$ cat src/frogger_pkg.sv
package frogger_pkg;

    // Screen coordinate, wide enough for 320 columns
    typedef logic [8:0] coord_t;

    // One bit each of red, green and blue
    typedef logic [2:0] color_t;

    // Rectangle selected by a draw command
    typedef enum logic [2:0] {
        TGT_SCRN_START,
        TGT_SCRN_GAME_OVER,
        TGT_GAME_BG,
        TGT_RIVER_1,
        TGT_RIVER_2,
        TGT_RIVER_3,
        TGT_FROG
    } draw_target_e;

    // Frog size in pixels
    localparam coord_t FROG_W = 9'd32;
    localparam coord_t FROG_H = 9'd24;

    // River object size in pixels
    localparam coord_t RIVER_W = 9'd96;
    localparam coord_t RIVER_H = 9'd30;

    // Top row of each river lane
    localparam coord_t RIVER_1_Y = 9'd75;
    localparam coord_t RIVER_2_Y = 9'd115;
    localparam coord_t RIVER_3_Y = 9'd155;

    // Full screen colors
    localparam color_t COLOR_START = 3'h4;
    localparam color_t COLOR_GAME_OVER = 3'h1;
    localparam color_t COLOR_BG = 3'h2;

    // All three river objects share one color
    localparam color_t COLOR_RIVER = 3'h6;

    // Frog color
    localparam color_t COLOR_FROG = 3'h3;

endpackage

$ cat src/draw_cmd_if.sv
`timescale 1ns/100ps

interface draw_cmd_if;

    // One cycle pulse, setup cycle of a draw
    logic start;
    // High for every pixel cycle of a draw
    logic active;
    // Rectangle being drawn, constant over a draw
    frogger_pkg::draw_target_e target;
    // Last pixel cycle of a draw
    logic done;

    // Scene FSM issues commands and waits for done
    modport sequencer (output start, output active, output target, input done);

    // Object store only needs to know when and what to move
    modport store (input start, input target);

    // Rasterizer scans the rectangle and reports the end
    modport rasterizer (input start, input active, output done);

endinterface

$ cat src/rect_if.sv
`timescale 1ns/100ps

interface rect_if;

    // Top left corner of the rectangle
    frogger_pkg::coord_t origin_x;
    frogger_pkg::coord_t origin_y;

    // Size in pixels
    frogger_pkg::coord_t width;
    frogger_pkg::coord_t height;

    // Solid fill color
    frogger_pkg::color_t color;

    // Object store side
    modport source (output origin_x, output origin_y, output width, output height,
                    output color);

    // Rasterizer side
    modport sink (input origin_x, input origin_y, input width, input height,
                  input color);

endinterface

$ cat src/scene_sequencer.sv
`timescale 1ns/100ps

module scene_sequencer (
    input logic           clk,
    input logic           reset,
    input logic           go_key,
    draw_cmd_if.sequencer cmd
);

    // Go key shaper, two cycle pulse then wait for release
    typedef enum logic [1:0] {
        GS_WAIT_GO,
        GS_GO_1,
        GS_GO_2,
        GS_WAIT
    } go_state_e;

    // Scene FSM, a setup state ahead of every draw state
    typedef enum logic [4:0] {
        S_WAIT_START,
        S_SETUP_START,
        S_DRAW_START,
        S_WAIT_GAME_OVER,
        S_SETUP_GAME_OVER,
        S_DRAW_GAME_OVER,
        S_WAIT_BG,
        S_SETUP_BG,
        S_DRAW_BG,
        S_SETUP_RIVER_1,
        S_DRAW_RIVER_1,
        S_SETUP_RIVER_2,
        S_DRAW_RIVER_2,
        S_SETUP_RIVER_3,
        S_DRAW_RIVER_3,
        S_SETUP_FROG,
        S_DRAW_FROG
    } scene_state_e;

    go_state_e                 go_state;
    go_state_e                 go_next;
    logic                      go;
    scene_state_e              state;
    scene_state_e              next_state;
    logic                      setup_c;
    logic                      draw_c;
    frogger_pkg::draw_target_e target_c;

    always_comb begin
        case (go_state)
            GS_WAIT_GO: go_next = go_key ? GS_GO_1 : GS_WAIT_GO;
            GS_GO_1:    go_next = GS_GO_2;
            GS_GO_2:    go_next = GS_WAIT;
            default:    go_next = go_key ? GS_WAIT : GS_WAIT_GO;
        endcase
    end

    assign go = (go_state == GS_GO_1) || (go_state == GS_GO_2);

    // Only the three wait states look at go
    always_comb begin
        next_state = state;
        case (state)
            S_WAIT_START:      if (go) next_state = S_SETUP_START;
            S_SETUP_START:     next_state = S_DRAW_START;
            S_DRAW_START:      if (cmd.done) next_state = S_WAIT_GAME_OVER;
            S_WAIT_GAME_OVER:  if (go) next_state = S_SETUP_GAME_OVER;
            S_SETUP_GAME_OVER: next_state = S_DRAW_GAME_OVER;
            S_DRAW_GAME_OVER:  if (cmd.done) next_state = S_WAIT_BG;
            S_WAIT_BG:         if (go) next_state = S_SETUP_BG;
            S_SETUP_BG:        next_state = S_DRAW_BG;
            S_DRAW_BG:         if (cmd.done) next_state = S_SETUP_RIVER_1;
            S_SETUP_RIVER_1:   next_state = S_DRAW_RIVER_1;
            S_DRAW_RIVER_1:    if (cmd.done) next_state = S_SETUP_RIVER_2;
            S_SETUP_RIVER_2:   next_state = S_DRAW_RIVER_2;
            S_DRAW_RIVER_2:    if (cmd.done) next_state = S_SETUP_RIVER_3;
            S_SETUP_RIVER_3:   next_state = S_DRAW_RIVER_3;
            S_DRAW_RIVER_3:    if (cmd.done) next_state = S_SETUP_FROG;
            S_SETUP_FROG:      next_state = S_DRAW_FROG;
            // Endless game loop
            S_DRAW_FROG:       if (cmd.done) next_state = S_SETUP_BG;
            default:           next_state = S_WAIT_START;
        endcase
    end

    // State decode for the command outputs
    always_comb begin
        setup_c = state inside {S_SETUP_START, S_SETUP_GAME_OVER, S_SETUP_BG,
                                S_SETUP_RIVER_1, S_SETUP_RIVER_2, S_SETUP_RIVER_3,
                                S_SETUP_FROG};
        draw_c  = state inside {S_DRAW_START, S_DRAW_GAME_OVER, S_DRAW_BG,
                                S_DRAW_RIVER_1, S_DRAW_RIVER_2, S_DRAW_RIVER_3,
                                S_DRAW_FROG};
        case (state)
            S_SETUP_GAME_OVER, S_DRAW_GAME_OVER: target_c = frogger_pkg::TGT_SCRN_GAME_OVER;
            S_SETUP_BG, S_DRAW_BG:               target_c = frogger_pkg::TGT_GAME_BG;
            S_SETUP_RIVER_1, S_DRAW_RIVER_1:     target_c = frogger_pkg::TGT_RIVER_1;
            S_SETUP_RIVER_2, S_DRAW_RIVER_2:     target_c = frogger_pkg::TGT_RIVER_2;
            S_SETUP_RIVER_3, S_DRAW_RIVER_3:     target_c = frogger_pkg::TGT_RIVER_3;
            S_SETUP_FROG, S_DRAW_FROG:           target_c = frogger_pkg::TGT_FROG;
            default:                             target_c = frogger_pkg::TGT_SCRN_START;
        endcase
    end

    // Command outputs lag the state by one cycle
    // This leaves one idle cycle after done before the next start
    always_ff @(posedge clk) begin
        if (reset) begin
            go_state   <= GS_WAIT_GO;
            state      <= S_WAIT_START;
            cmd.start  <= 1'b0;
            cmd.active <= 1'b0;
            cmd.target <= frogger_pkg::TGT_SCRN_START;
        end else begin
            go_state   <= go_next;
            state      <= next_state;
            cmd.start  <= setup_c;
            // Drop active right after the last pixel
            cmd.active <= draw_c && !cmd.done;
            cmd.target <= target_c;
        end
    end

endmodule

$ cat src/object_store.sv
`timescale 1ns/100ps

module object_store #(
    parameter int SCREEN_W = 320,
    parameter int SCREEN_H = 240
) (
    input logic       clk,
    input logic       reset,
    input logic       key_left,
    input logic       key_right,
    input logic       key_up,
    input logic       key_down,
    draw_cmd_if.store cmd,
    rect_if.source    rect
);

    // Largest frog origin that keeps it on screen
    localparam int FROG_X_MAX = SCREEN_W - int'(frogger_pkg::FROG_W);
    localparam int FROG_Y_MAX = SCREEN_H - int'(frogger_pkg::FROG_H);
    localparam frogger_pkg::coord_t X_LAST = frogger_pkg::coord_t'(SCREEN_W - 1);

    frogger_pkg::coord_t frog_x;
    frogger_pkg::coord_t frog_y;
    frogger_pkg::coord_t river_1_x;
    frogger_pkg::coord_t river_2_x;
    frogger_pkg::coord_t river_3_x;
    logic signed [9:0]   frog_x_step;
    logic signed [9:0]   frog_y_step;
    logic                frog_x_ok;
    logic                frog_y_ok;

    // River drift, wrapping around the screen width
    function automatic frogger_pkg::coord_t wrap_inc(frogger_pkg::coord_t v);
        return (v == X_LAST) ? '0 : v + 9'd1;
    endfunction

    function automatic frogger_pkg::coord_t wrap_dec(frogger_pkg::coord_t v);
        return (v == '0) ? X_LAST : v - 9'd1;
    endfunction

    // Candidate frog origin, signed so a step below zero is caught
    always_comb begin
        frog_x_step = $signed({1'b0, frog_x}) + $signed({9'd0, key_right})
                      - $signed({9'd0, key_left});
        frog_y_step = $signed({1'b0, frog_y}) + $signed({9'd0, key_down})
                      - $signed({9'd0, key_up});
        frog_x_ok   = (frog_x_step >= 0) && (frog_x_step <= FROG_X_MAX);
        frog_y_ok   = (frog_y_step >= 0) && (frog_y_step <= FROG_Y_MAX);
    end

    // Motion applied once per pass, on the setup cycle
    always_ff @(posedge clk) begin
        if (reset) begin
            frog_x    <= '0;
            frog_y    <= '0;
            river_1_x <= '0;
            river_2_x <= X_LAST;
            river_3_x <= '0;
        end else if (cmd.start) begin
            case (cmd.target)
                frogger_pkg::TGT_RIVER_1: river_1_x <= wrap_inc(river_1_x);
                frogger_pkg::TGT_RIVER_2: river_2_x <= wrap_dec(river_2_x);
                frogger_pkg::TGT_RIVER_3: river_3_x <= wrap_inc(river_3_x);
                frogger_pkg::TGT_FROG: begin
                    // Each axis held in place if the step leaves the screen
                    if (frog_x_ok)
                        frog_x <= frog_x_step[8:0];
                    if (frog_y_ok)
                        frog_y <= frog_y_step[8:0];
                end
                default: ;
            endcase
        end
    end

    // Rectangle lookup, full screen unless an object is selected
    always_comb begin
        rect.origin_x = '0;
        rect.origin_y = '0;
        rect.width    = frogger_pkg::coord_t'(SCREEN_W);
        rect.height   = frogger_pkg::coord_t'(SCREEN_H);
        rect.color    = frogger_pkg::COLOR_BG;
        if (cmd.target inside {frogger_pkg::TGT_RIVER_1, frogger_pkg::TGT_RIVER_2,
                               frogger_pkg::TGT_RIVER_3}) begin
            rect.width  = frogger_pkg::RIVER_W;
            rect.height = frogger_pkg::RIVER_H;
            rect.color  = frogger_pkg::COLOR_RIVER;
        end
        case (cmd.target)
            frogger_pkg::TGT_SCRN_START:     rect.color = frogger_pkg::COLOR_START;
            frogger_pkg::TGT_SCRN_GAME_OVER: rect.color = frogger_pkg::COLOR_GAME_OVER;
            frogger_pkg::TGT_RIVER_1: begin
                rect.origin_x = river_1_x;
                rect.origin_y = frogger_pkg::RIVER_1_Y;
            end
            frogger_pkg::TGT_RIVER_2: begin
                rect.origin_x = river_2_x;
                rect.origin_y = frogger_pkg::RIVER_2_Y;
            end
            frogger_pkg::TGT_RIVER_3: begin
                rect.origin_x = river_3_x;
                rect.origin_y = frogger_pkg::RIVER_3_Y;
            end
            frogger_pkg::TGT_FROG: begin
                rect.origin_x = frog_x;
                rect.origin_y = frog_y;
                rect.width    = frogger_pkg::FROG_W;
                rect.height   = frogger_pkg::FROG_H;
                rect.color    = frogger_pkg::COLOR_FROG;
            end
            default: ;
        endcase
    end

endmodule

$ cat src/rect_rasterizer.sv
`timescale 1ns/100ps

module rect_rasterizer #(
    parameter int SCREEN_W = 320
) (
    input  logic                clk,
    input  logic                reset,
    draw_cmd_if.rasterizer      cmd,
    rect_if.sink                rect,
    output logic                plot,
    output frogger_pkg::coord_t x,
    output frogger_pkg::coord_t y,
    output frogger_pkg::color_t color
);

    // Offset of the current pixel inside the rectangle
    frogger_pkg::coord_t col;
    frogger_pkg::coord_t row;
    logic                last_col;
    logic                last_row;
    // One extra bit so the wrap compare cannot overflow
    logic [9:0]          x_sum;
    frogger_pkg::coord_t x_wrap;

    assign last_col = (col == rect.width - 9'd1);
    assign last_row = (row == rect.height - 9'd1);

    // Last pixel of the rectangle
    assign cmd.done = cmd.active && last_col && last_row;

    // Columns run past the right edge back to column 0
    assign x_sum  = {1'b0, rect.origin_x} + {1'b0, col};
    assign x_wrap = (x_sum >= 10'(SCREEN_W)) ? 9'(x_sum - 10'(SCREEN_W)) : x_sum[8:0];

    // Scan order is x fastest, then down one row
    always_ff @(posedge clk) begin
        if (reset) begin
            col <= '0;
            row <= '0;
        end else if (cmd.start) begin
            col <= '0;
            row <= '0;
        end else if (cmd.active) begin
            if (last_col) begin
                col <= '0;
                row <= row + 9'd1;
            end else begin
                col <= col + 9'd1;
            end
        end
    end

    // Pixel stream is one cycle behind the counters
    always_ff @(posedge clk) begin
        if (reset)
            plot <= 1'b0;
        else
            plot <= cmd.active;
    end

    always_ff @(posedge clk) begin
        x     <= x_wrap;
        y     <= rect.origin_y + row;
        color <= rect.color;
    end

endmodule

$ cat src/frogger_top.sv
`timescale 1ns/100ps

module frogger_top #(
    parameter int SCREEN_W = 320,
    parameter int SCREEN_H = 240
) (
    input  logic                clk,
    input  logic                reset,
    input  logic                go_key,
    input  logic                key_left,
    input  logic                key_right,
    input  logic                key_up,
    input  logic                key_down,
    output logic                plot,
    output frogger_pkg::coord_t x,
    output frogger_pkg::coord_t y,
    output frogger_pkg::color_t color
);

    // Draw command from the FSM, done back from the rasterizer
    draw_cmd_if cmd ();

    // Rectangle of the current target
    rect_if rect ();

    // Scene FSM and go key shaper
    scene_sequencer u_sequencer (
        .clk    (clk),
        .reset  (reset),
        .go_key (go_key),
        .cmd    (cmd)
    );

    // Frog and river positions
    object_store #(
        .SCREEN_W (SCREEN_W),
        .SCREEN_H (SCREEN_H)
    ) u_store (
        .clk       (clk),
        .reset     (reset),
        .key_left  (key_left),
        .key_right (key_right),
        .key_up    (key_up),
        .key_down  (key_down),
        .cmd       (cmd),
        .rect      (rect)
    );

    // Pixel scan onto the plot stream
    rect_rasterizer #(
        .SCREEN_W (SCREEN_W)
    ) u_rasterizer (
        .clk   (clk),
        .reset (reset),
        .cmd   (cmd),
        .rect  (rect),
        .plot  (plot),
        .x     (x),
        .y     (y),
        .color (color)
    );

endmodule

$ cat config.mk
export PLATFORM = sky130hd
export DESIGN_NAME = frogger_top
export DESIGN_NICKNAME = d
export VERILOG_FILES = /design/src/frogger_pkg.sv /design/src/draw_cmd_if.sv /design/src/rect_if.sv /design/src/scene_sequencer.sv /design/src/object_store.sv /design/src/rect_rasterizer.sv /design/src/frogger_top.sv
export SDC_FILE = /design/constraint.sdc
export NUM_CORES = 1
export LEC_CHECK = 0
export BUFFER_PORTS_ARGS = -buffer_cell sky130_fd_sc_hd__buf_2
export CORE_ASPECT_RATIO = 1.1
export CORE_UTILIZATION = 52
export DETAILED_ROUTE_END_ITERATION = 8
export PLACE_DENSITY = 0.8
export SYNTH_ARGS = -nofsm -noshare
export SYNTH_HDL_FRONTEND = slang
export SYNTH_SLANG_ARGS = --single-unit
$ cat constraint.sdc
create_clock -name clk -period 5.9 [get_ports clk]
set_input_delay 1.18 -clock clk [delete_from_list [all_inputs] [get_ports clk]]
set_output_delay 1.18 -clock clk [all_outputs]
set_load 0.01 [all_outputs]
==> impl_table.tex <==
\begin{tabular}{lr}
\hline
Metric & Value \\
\hline
\multicolumn{2}{l}{\textbf{Run status}} \\
\quad Status & completed \\
\multicolumn{2}{l}{\textbf{Power and ir drop}} \\
\quad Cell Int Power & 1.05 mW \\
\quad Net Sw Power & 397 uW \\
\quad Share of total power in sequential cells & 48.1\% \\
\quad Switching fraction of total power & 27.5\% \\
\quad Combinational cell fraction of total power & 13.3\% \\
\quad Portion of total power attributed to the clock network & 38.6\% \\
\quad Worst vdd rail ir drop & 0.000158 V \\
\quad Power per cell area & 213 mW/mm\^{}2 \\
\quad Standby leakage power & 2.80 nW \\
\multicolumn{2}{l}{\textbf{Floorplan}} \\
\quad Chip width & 107 um \\
\quad Die height & 117 um \\
\quad Initial core utilization & 54.0\% \\
\quad Overall die area & 0.0125 sq mm \\
\quad Num ports & 29 \\
\quad Row cnt & 41 \\
\quad Core ar. & 0.0116 sq mm \\
\multicolumn{2}{l}{\textbf{Setup path}} \\
\quad Cell Chain, Critical Path & inv\_1, nor2\_1, a22o\_1, nand2\_1, o21ai\_0, ha\_1, inv\_1, fa\_1, nor2b\_1, o31a\_1, o21a\_1, nor2\_1, xnor2\_1, ha\_1, nand2\_1, or4\_1, o31ai\_1, a21oi\_1, mux2i\_1 \\
\quad Worst path max stage delay & 0.60 ns \\
\quad Critical path data required time & 6.13 ns \\
\quad Arrival time reported for the critical path endpoint & 4.51 ns \\
\quad Startpoint kind of the worst setup timing path & flip-flop \\
\quad Slowest stage cell on the critical path & sky130\_fd\_sc\_hd\_\_dfxtp\_1 \\
\quad Kind of cell adding the most delay to the critical path & simple AND/OR/NAND/NOR gates \\
\quad Crit path kind & flip-flop to flip-flop \\
\quad Buffering stage count on the worst path with inverters included & 2 \\
\quad Setup crit start & u\_sequencer.cmd.target[1] \\
\quad Critical R2R Launch & u\_sequencer.cmd.target[1] \\
\quad Endpoint kind of the worst setup timing path & flip-flop \\
\quad Worst-path maximum fanout & 15 \\
\multicolumn{2}{l}{\textbf{CTS}} \\
\quad Clock Tree Buf Depth & 2 \\
\quad TritonCTS clock tree & built \\
\quad Post-CTS setup buffers & 0 \\
\quad Master cell of the clock root buffer & sky130\_fd\_sc\_hd\_\_clkbuf\_16 \\
\quad Number of buffers inserted for hold repair after clock tree synthesis & 0 \\
\quad Cells resized by post-CTS repair & 0 \\
\quad CTS H-tree lvls & 3 \\
\quad Clock-pin slew of the registers on the worst-case setup and hold paths & 0.07 ns \\
\quad Number of buffers created by CTS & 9 \\
\quad Sink Count & 97 \\
\quad Clock network latency to the later pin of the worst-skew pair & 0.35 ns \\
\multicolumn{2}{l}{\textbf{Synthesis}} \\
\quad Mapped Area & 0.00629 sq mm \\
\quad Cell with the most instances after synthesis & sky130\_fd\_sc\_hd\_\_dfxtp\_1 \\
\quad Synth Instances & 763 \\
\quad Most common flop cell mapped by yosys & sky130\_fd\_sc\_hd\_\_dfxtp\_1 \\
\quad Commonest cells in the synthesized netlist & sky130\_fd\_sc\_hd\_\_dfxtp\_1 (97), sky130\_fd\_sc\_hd\_\_nor2\_1 (72), sky130\_fd\_sc\_hd\_\_nand2\_1 (62) \\
\quad Post-synth top area cell & sky130\_fd\_sc\_hd\_\_dfxtp\_1 \\
\quad Flops \& latches, synth & 97 \\
\quad Mean area per synthesized cell & 8.25 sq um \\
\quad Total number of yosys warnings & 0 \\
\quad Post-synth EDFFs & 0 \\
\quad Synth top area share & 30.9\% \\
\quad Cell variety after synth & 69 \\
\quad Biggest area contributors in the synthesized netlist & sky130\_fd\_sc\_hd\_\_dfxtp\_1 (31\%), sky130\_fd\_sc\_hd\_\_ha\_1 (10\%), sky130\_fd\_sc\_hd\_\_nor2\_1 (4.3\%) \\
\quad Net count of the mapped netlist & 825 \\
\quad Sequential element share of the synthesized area & 30.9\% \\
\quad Async S/R FF share, synth & 0\% \\
\multicolumn{2}{l}{\textbf{Placed design}} \\
\quad Pre-CTS WS & 1.64 ns \\
\quad Half-perimeter wire length after placement & 9.98 mm \\
\quad Port Buffers & 28 \\
\quad Final weighted congestion in routability-driven placement & 0.882 \\
\multicolumn{2}{l}{\textbf{STA}} \\
\quad RSZ-0062 raised after global routing & no \\
\quad Top achievable clock speed & 233 MHz \\
\quad Max-slew violation count & 0 \\
\quad Slew at the pin closest to its max-slew limit & 1.00 ns \\
\quad Final WS setup & 1.62 ns \\
\quad Final-layout worst hold slack & 0.502 ns \\
\quad Post-route clock period utilization & 72.6\% \\
\quad Clk\_skew & 0.00461 ns \\
\quad Min cycle time layout & 4.28 ns \\
\quad Final setup violation count & 0 \\
\quad Fin Setup TNS & 0 ns \\
\quad Relative max-transition margin & 33.3\% \\
\quad Final Hold Viols & 0 \\
\multicolumn{2}{l}{\textbf{Final layout}} \\
\quad Net count of the finished layout & 837 \\
\quad Layout overhead on the synthesized area & 8.02\% \\
\quad Number of diodes & 0 \\
\quad Share of layout cells above drive strength 1 & 8.97\% \\
\quad Total area of multi-input combinational cells & 0.00405 sq mm \\
\quad FF/Latch Area & 0.00194 sq mm \\
\quad Fraction of the core area covered by cells at the end of the flow & 58.4\% \\
\quad Fill cell count & 1025 \\
\multicolumn{2}{l}{\textbf{Drt}} \\
\quad Via count & 5394 \\
\quad Routed Antenna Nets & 0 \\
\quad Wire length per cell & 14.4 um \\
\quad Post-route DRC & 0 \\
\quad DR iter-0 viols & 332 \\
\quad Final WL & 13.4 mm \\
\quad Average via count per standard cell & 5.80 \\
\quad Number of iterations in the first detailed-routing pass & 5 \\
\multicolumn{2}{l}{\textbf{Run}} \\
\quad Number of maximum-capacitance violations & 0 \\
\multicolumn{2}{l}{\textbf{Hold path}} \\
\quad Source of the worst hold timing path & u\_sequencer.go\_state[1] \\
\quad Worst Hold Class & flip-flop to flip-flop \\
\multicolumn{2}{l}{\textbf{Global routing}} \\
\quad Combined global-route utilization of all metal layers & 22.2\% \\
\quad Via count of the first global-routing pass & 4834 \\
\quad Global-route wire length before repair & 22.7 mm \\
\quad Largest net degree at the start of global routing & 57 \\
\quad Initial antenna violation count & 0 \\
\quad Aggregate global routing overflow & 0 \\
\hline
\end{tabular}
[logic make-up after synthesis]
group	count (synthesis)	share of synthesized area, %
AO/OA/AOI/OAI	185	19.7
XOR/XNOR	58	8.07
adder cells (fa/ha/maj)	55	11.4
buffers and inverters	77	4.71
flip-flops	97	30.9
multiplexers	17	2.80
AND/OR/NAND/NOR	274	22.4
[through the flow]
step / cells / power [mW] / instance area, sq um
after floorplan: 763 / 0.856 / 6290
after global placement: 914 / 0.897 / 6510
after detailed placement: 914 / 0.900 / 6510
after CTS: 930 / 1.46 / 6800
after global routing: 930 / 1.52 / 6800
final: 930 / 1.45 / 6800
[state kept, by name, indices dropped and copies added (netlist names), 5 cells and up]
register,cells
u_store.river_3_x,9
u_rasterizer.y,9
u_store.river_1_x,9
u_sequencer.state,5
u_rasterizer.x,9
u_store.frog_y,9
u_rasterizer.row,9
u_store.frog_x,9
u_store.river_2_x,9
u_rasterizer.col,9
[cells in the final DEF (no fill, tap or decap), types with 11 or more instances in the layout]
cell type and count:
sky130_fd_sc_hd__ha_1 51, sky130_fd_sc_hd__nor2_1 72, sky130_fd_sc_hd__nor3_1 13, sky130_fd_sc_hd__buf_2 28, sky130_fd_sc_hd__nand3_1 22, sky130_fd_sc_hd__o21ai_0 47
sky130_fd_sc_hd__a21oi_1 49, sky130_fd_sc_hd__nand4_1 11, sky130_fd_sc_hd__nor2b_1 16, sky130_fd_sc_hd__nand2_1 62, sky130_fd_sc_hd__xor2_1 28, sky130_fd_sc_hd__dfxtp_1 97
sky130_fd_sc_hd__nand2b_1 12, sky130_fd_sc_hd__xnor2_1 30, sky130_fd_sc_hd__inv_1 49, sky130_fd_sc_hd__mux2i_1 14
[power groups by stage]
stage	registers (mW)	clock network (mW)	logic (mW)
after floorplan	0.702	0	0.154
after global placement	0.709	0	0.188
after detailed placement	0.709	0	0.190
after CTS	0.694	0.569	0.191
after global routing	0.698	0.600	0.218
final	0.695	0.558	0.192
[worst paths after layout]
kind | to | slack, ns | cells after the start
worst max-delay path | u_rasterizer.x[7] | 1.62 | 19
worst min-delay path | u_sequencer.go_state[0] | 0.50 | 2
worst max register to register | u_rasterizer.x[7] | 1.62 | 19
worst min register to register | u_sequencer.go_state[0] | 0.50 | 2
[final cells by class]
cell class / instances / area share (%)
Tap cell: 150 / 2.76
Inverter: 49 / 2.71
Timing Repair Buffer: 29 / 2.17
Multi-Input combinational cell: 589 / 59.6
Clock inverter: 5 / 0.571
Sequential cell: 97 / 28.6
Clock buffer: 11 / 3.57
[routing by layer]
metal  vias up  track usage (%)  share of wire [%]
met5         -                0                  0
met3        21             3.45                4.2
li1       2736                -                  -
met1      2505             30.5                 48
met2       132             34.6                 46
met4         0             8.65                1.9
[tightest hold or removal path: stages, from the launching register on]
cell                      delay (ns)
sky130_fd_sc_hd__dfxtp_1        0.33
sky130_fd_sc_hd__nand2_1        0.07
sky130_fd_sc_hd__a21oi_1        0.05
Power figures use the tool's default switching activity.
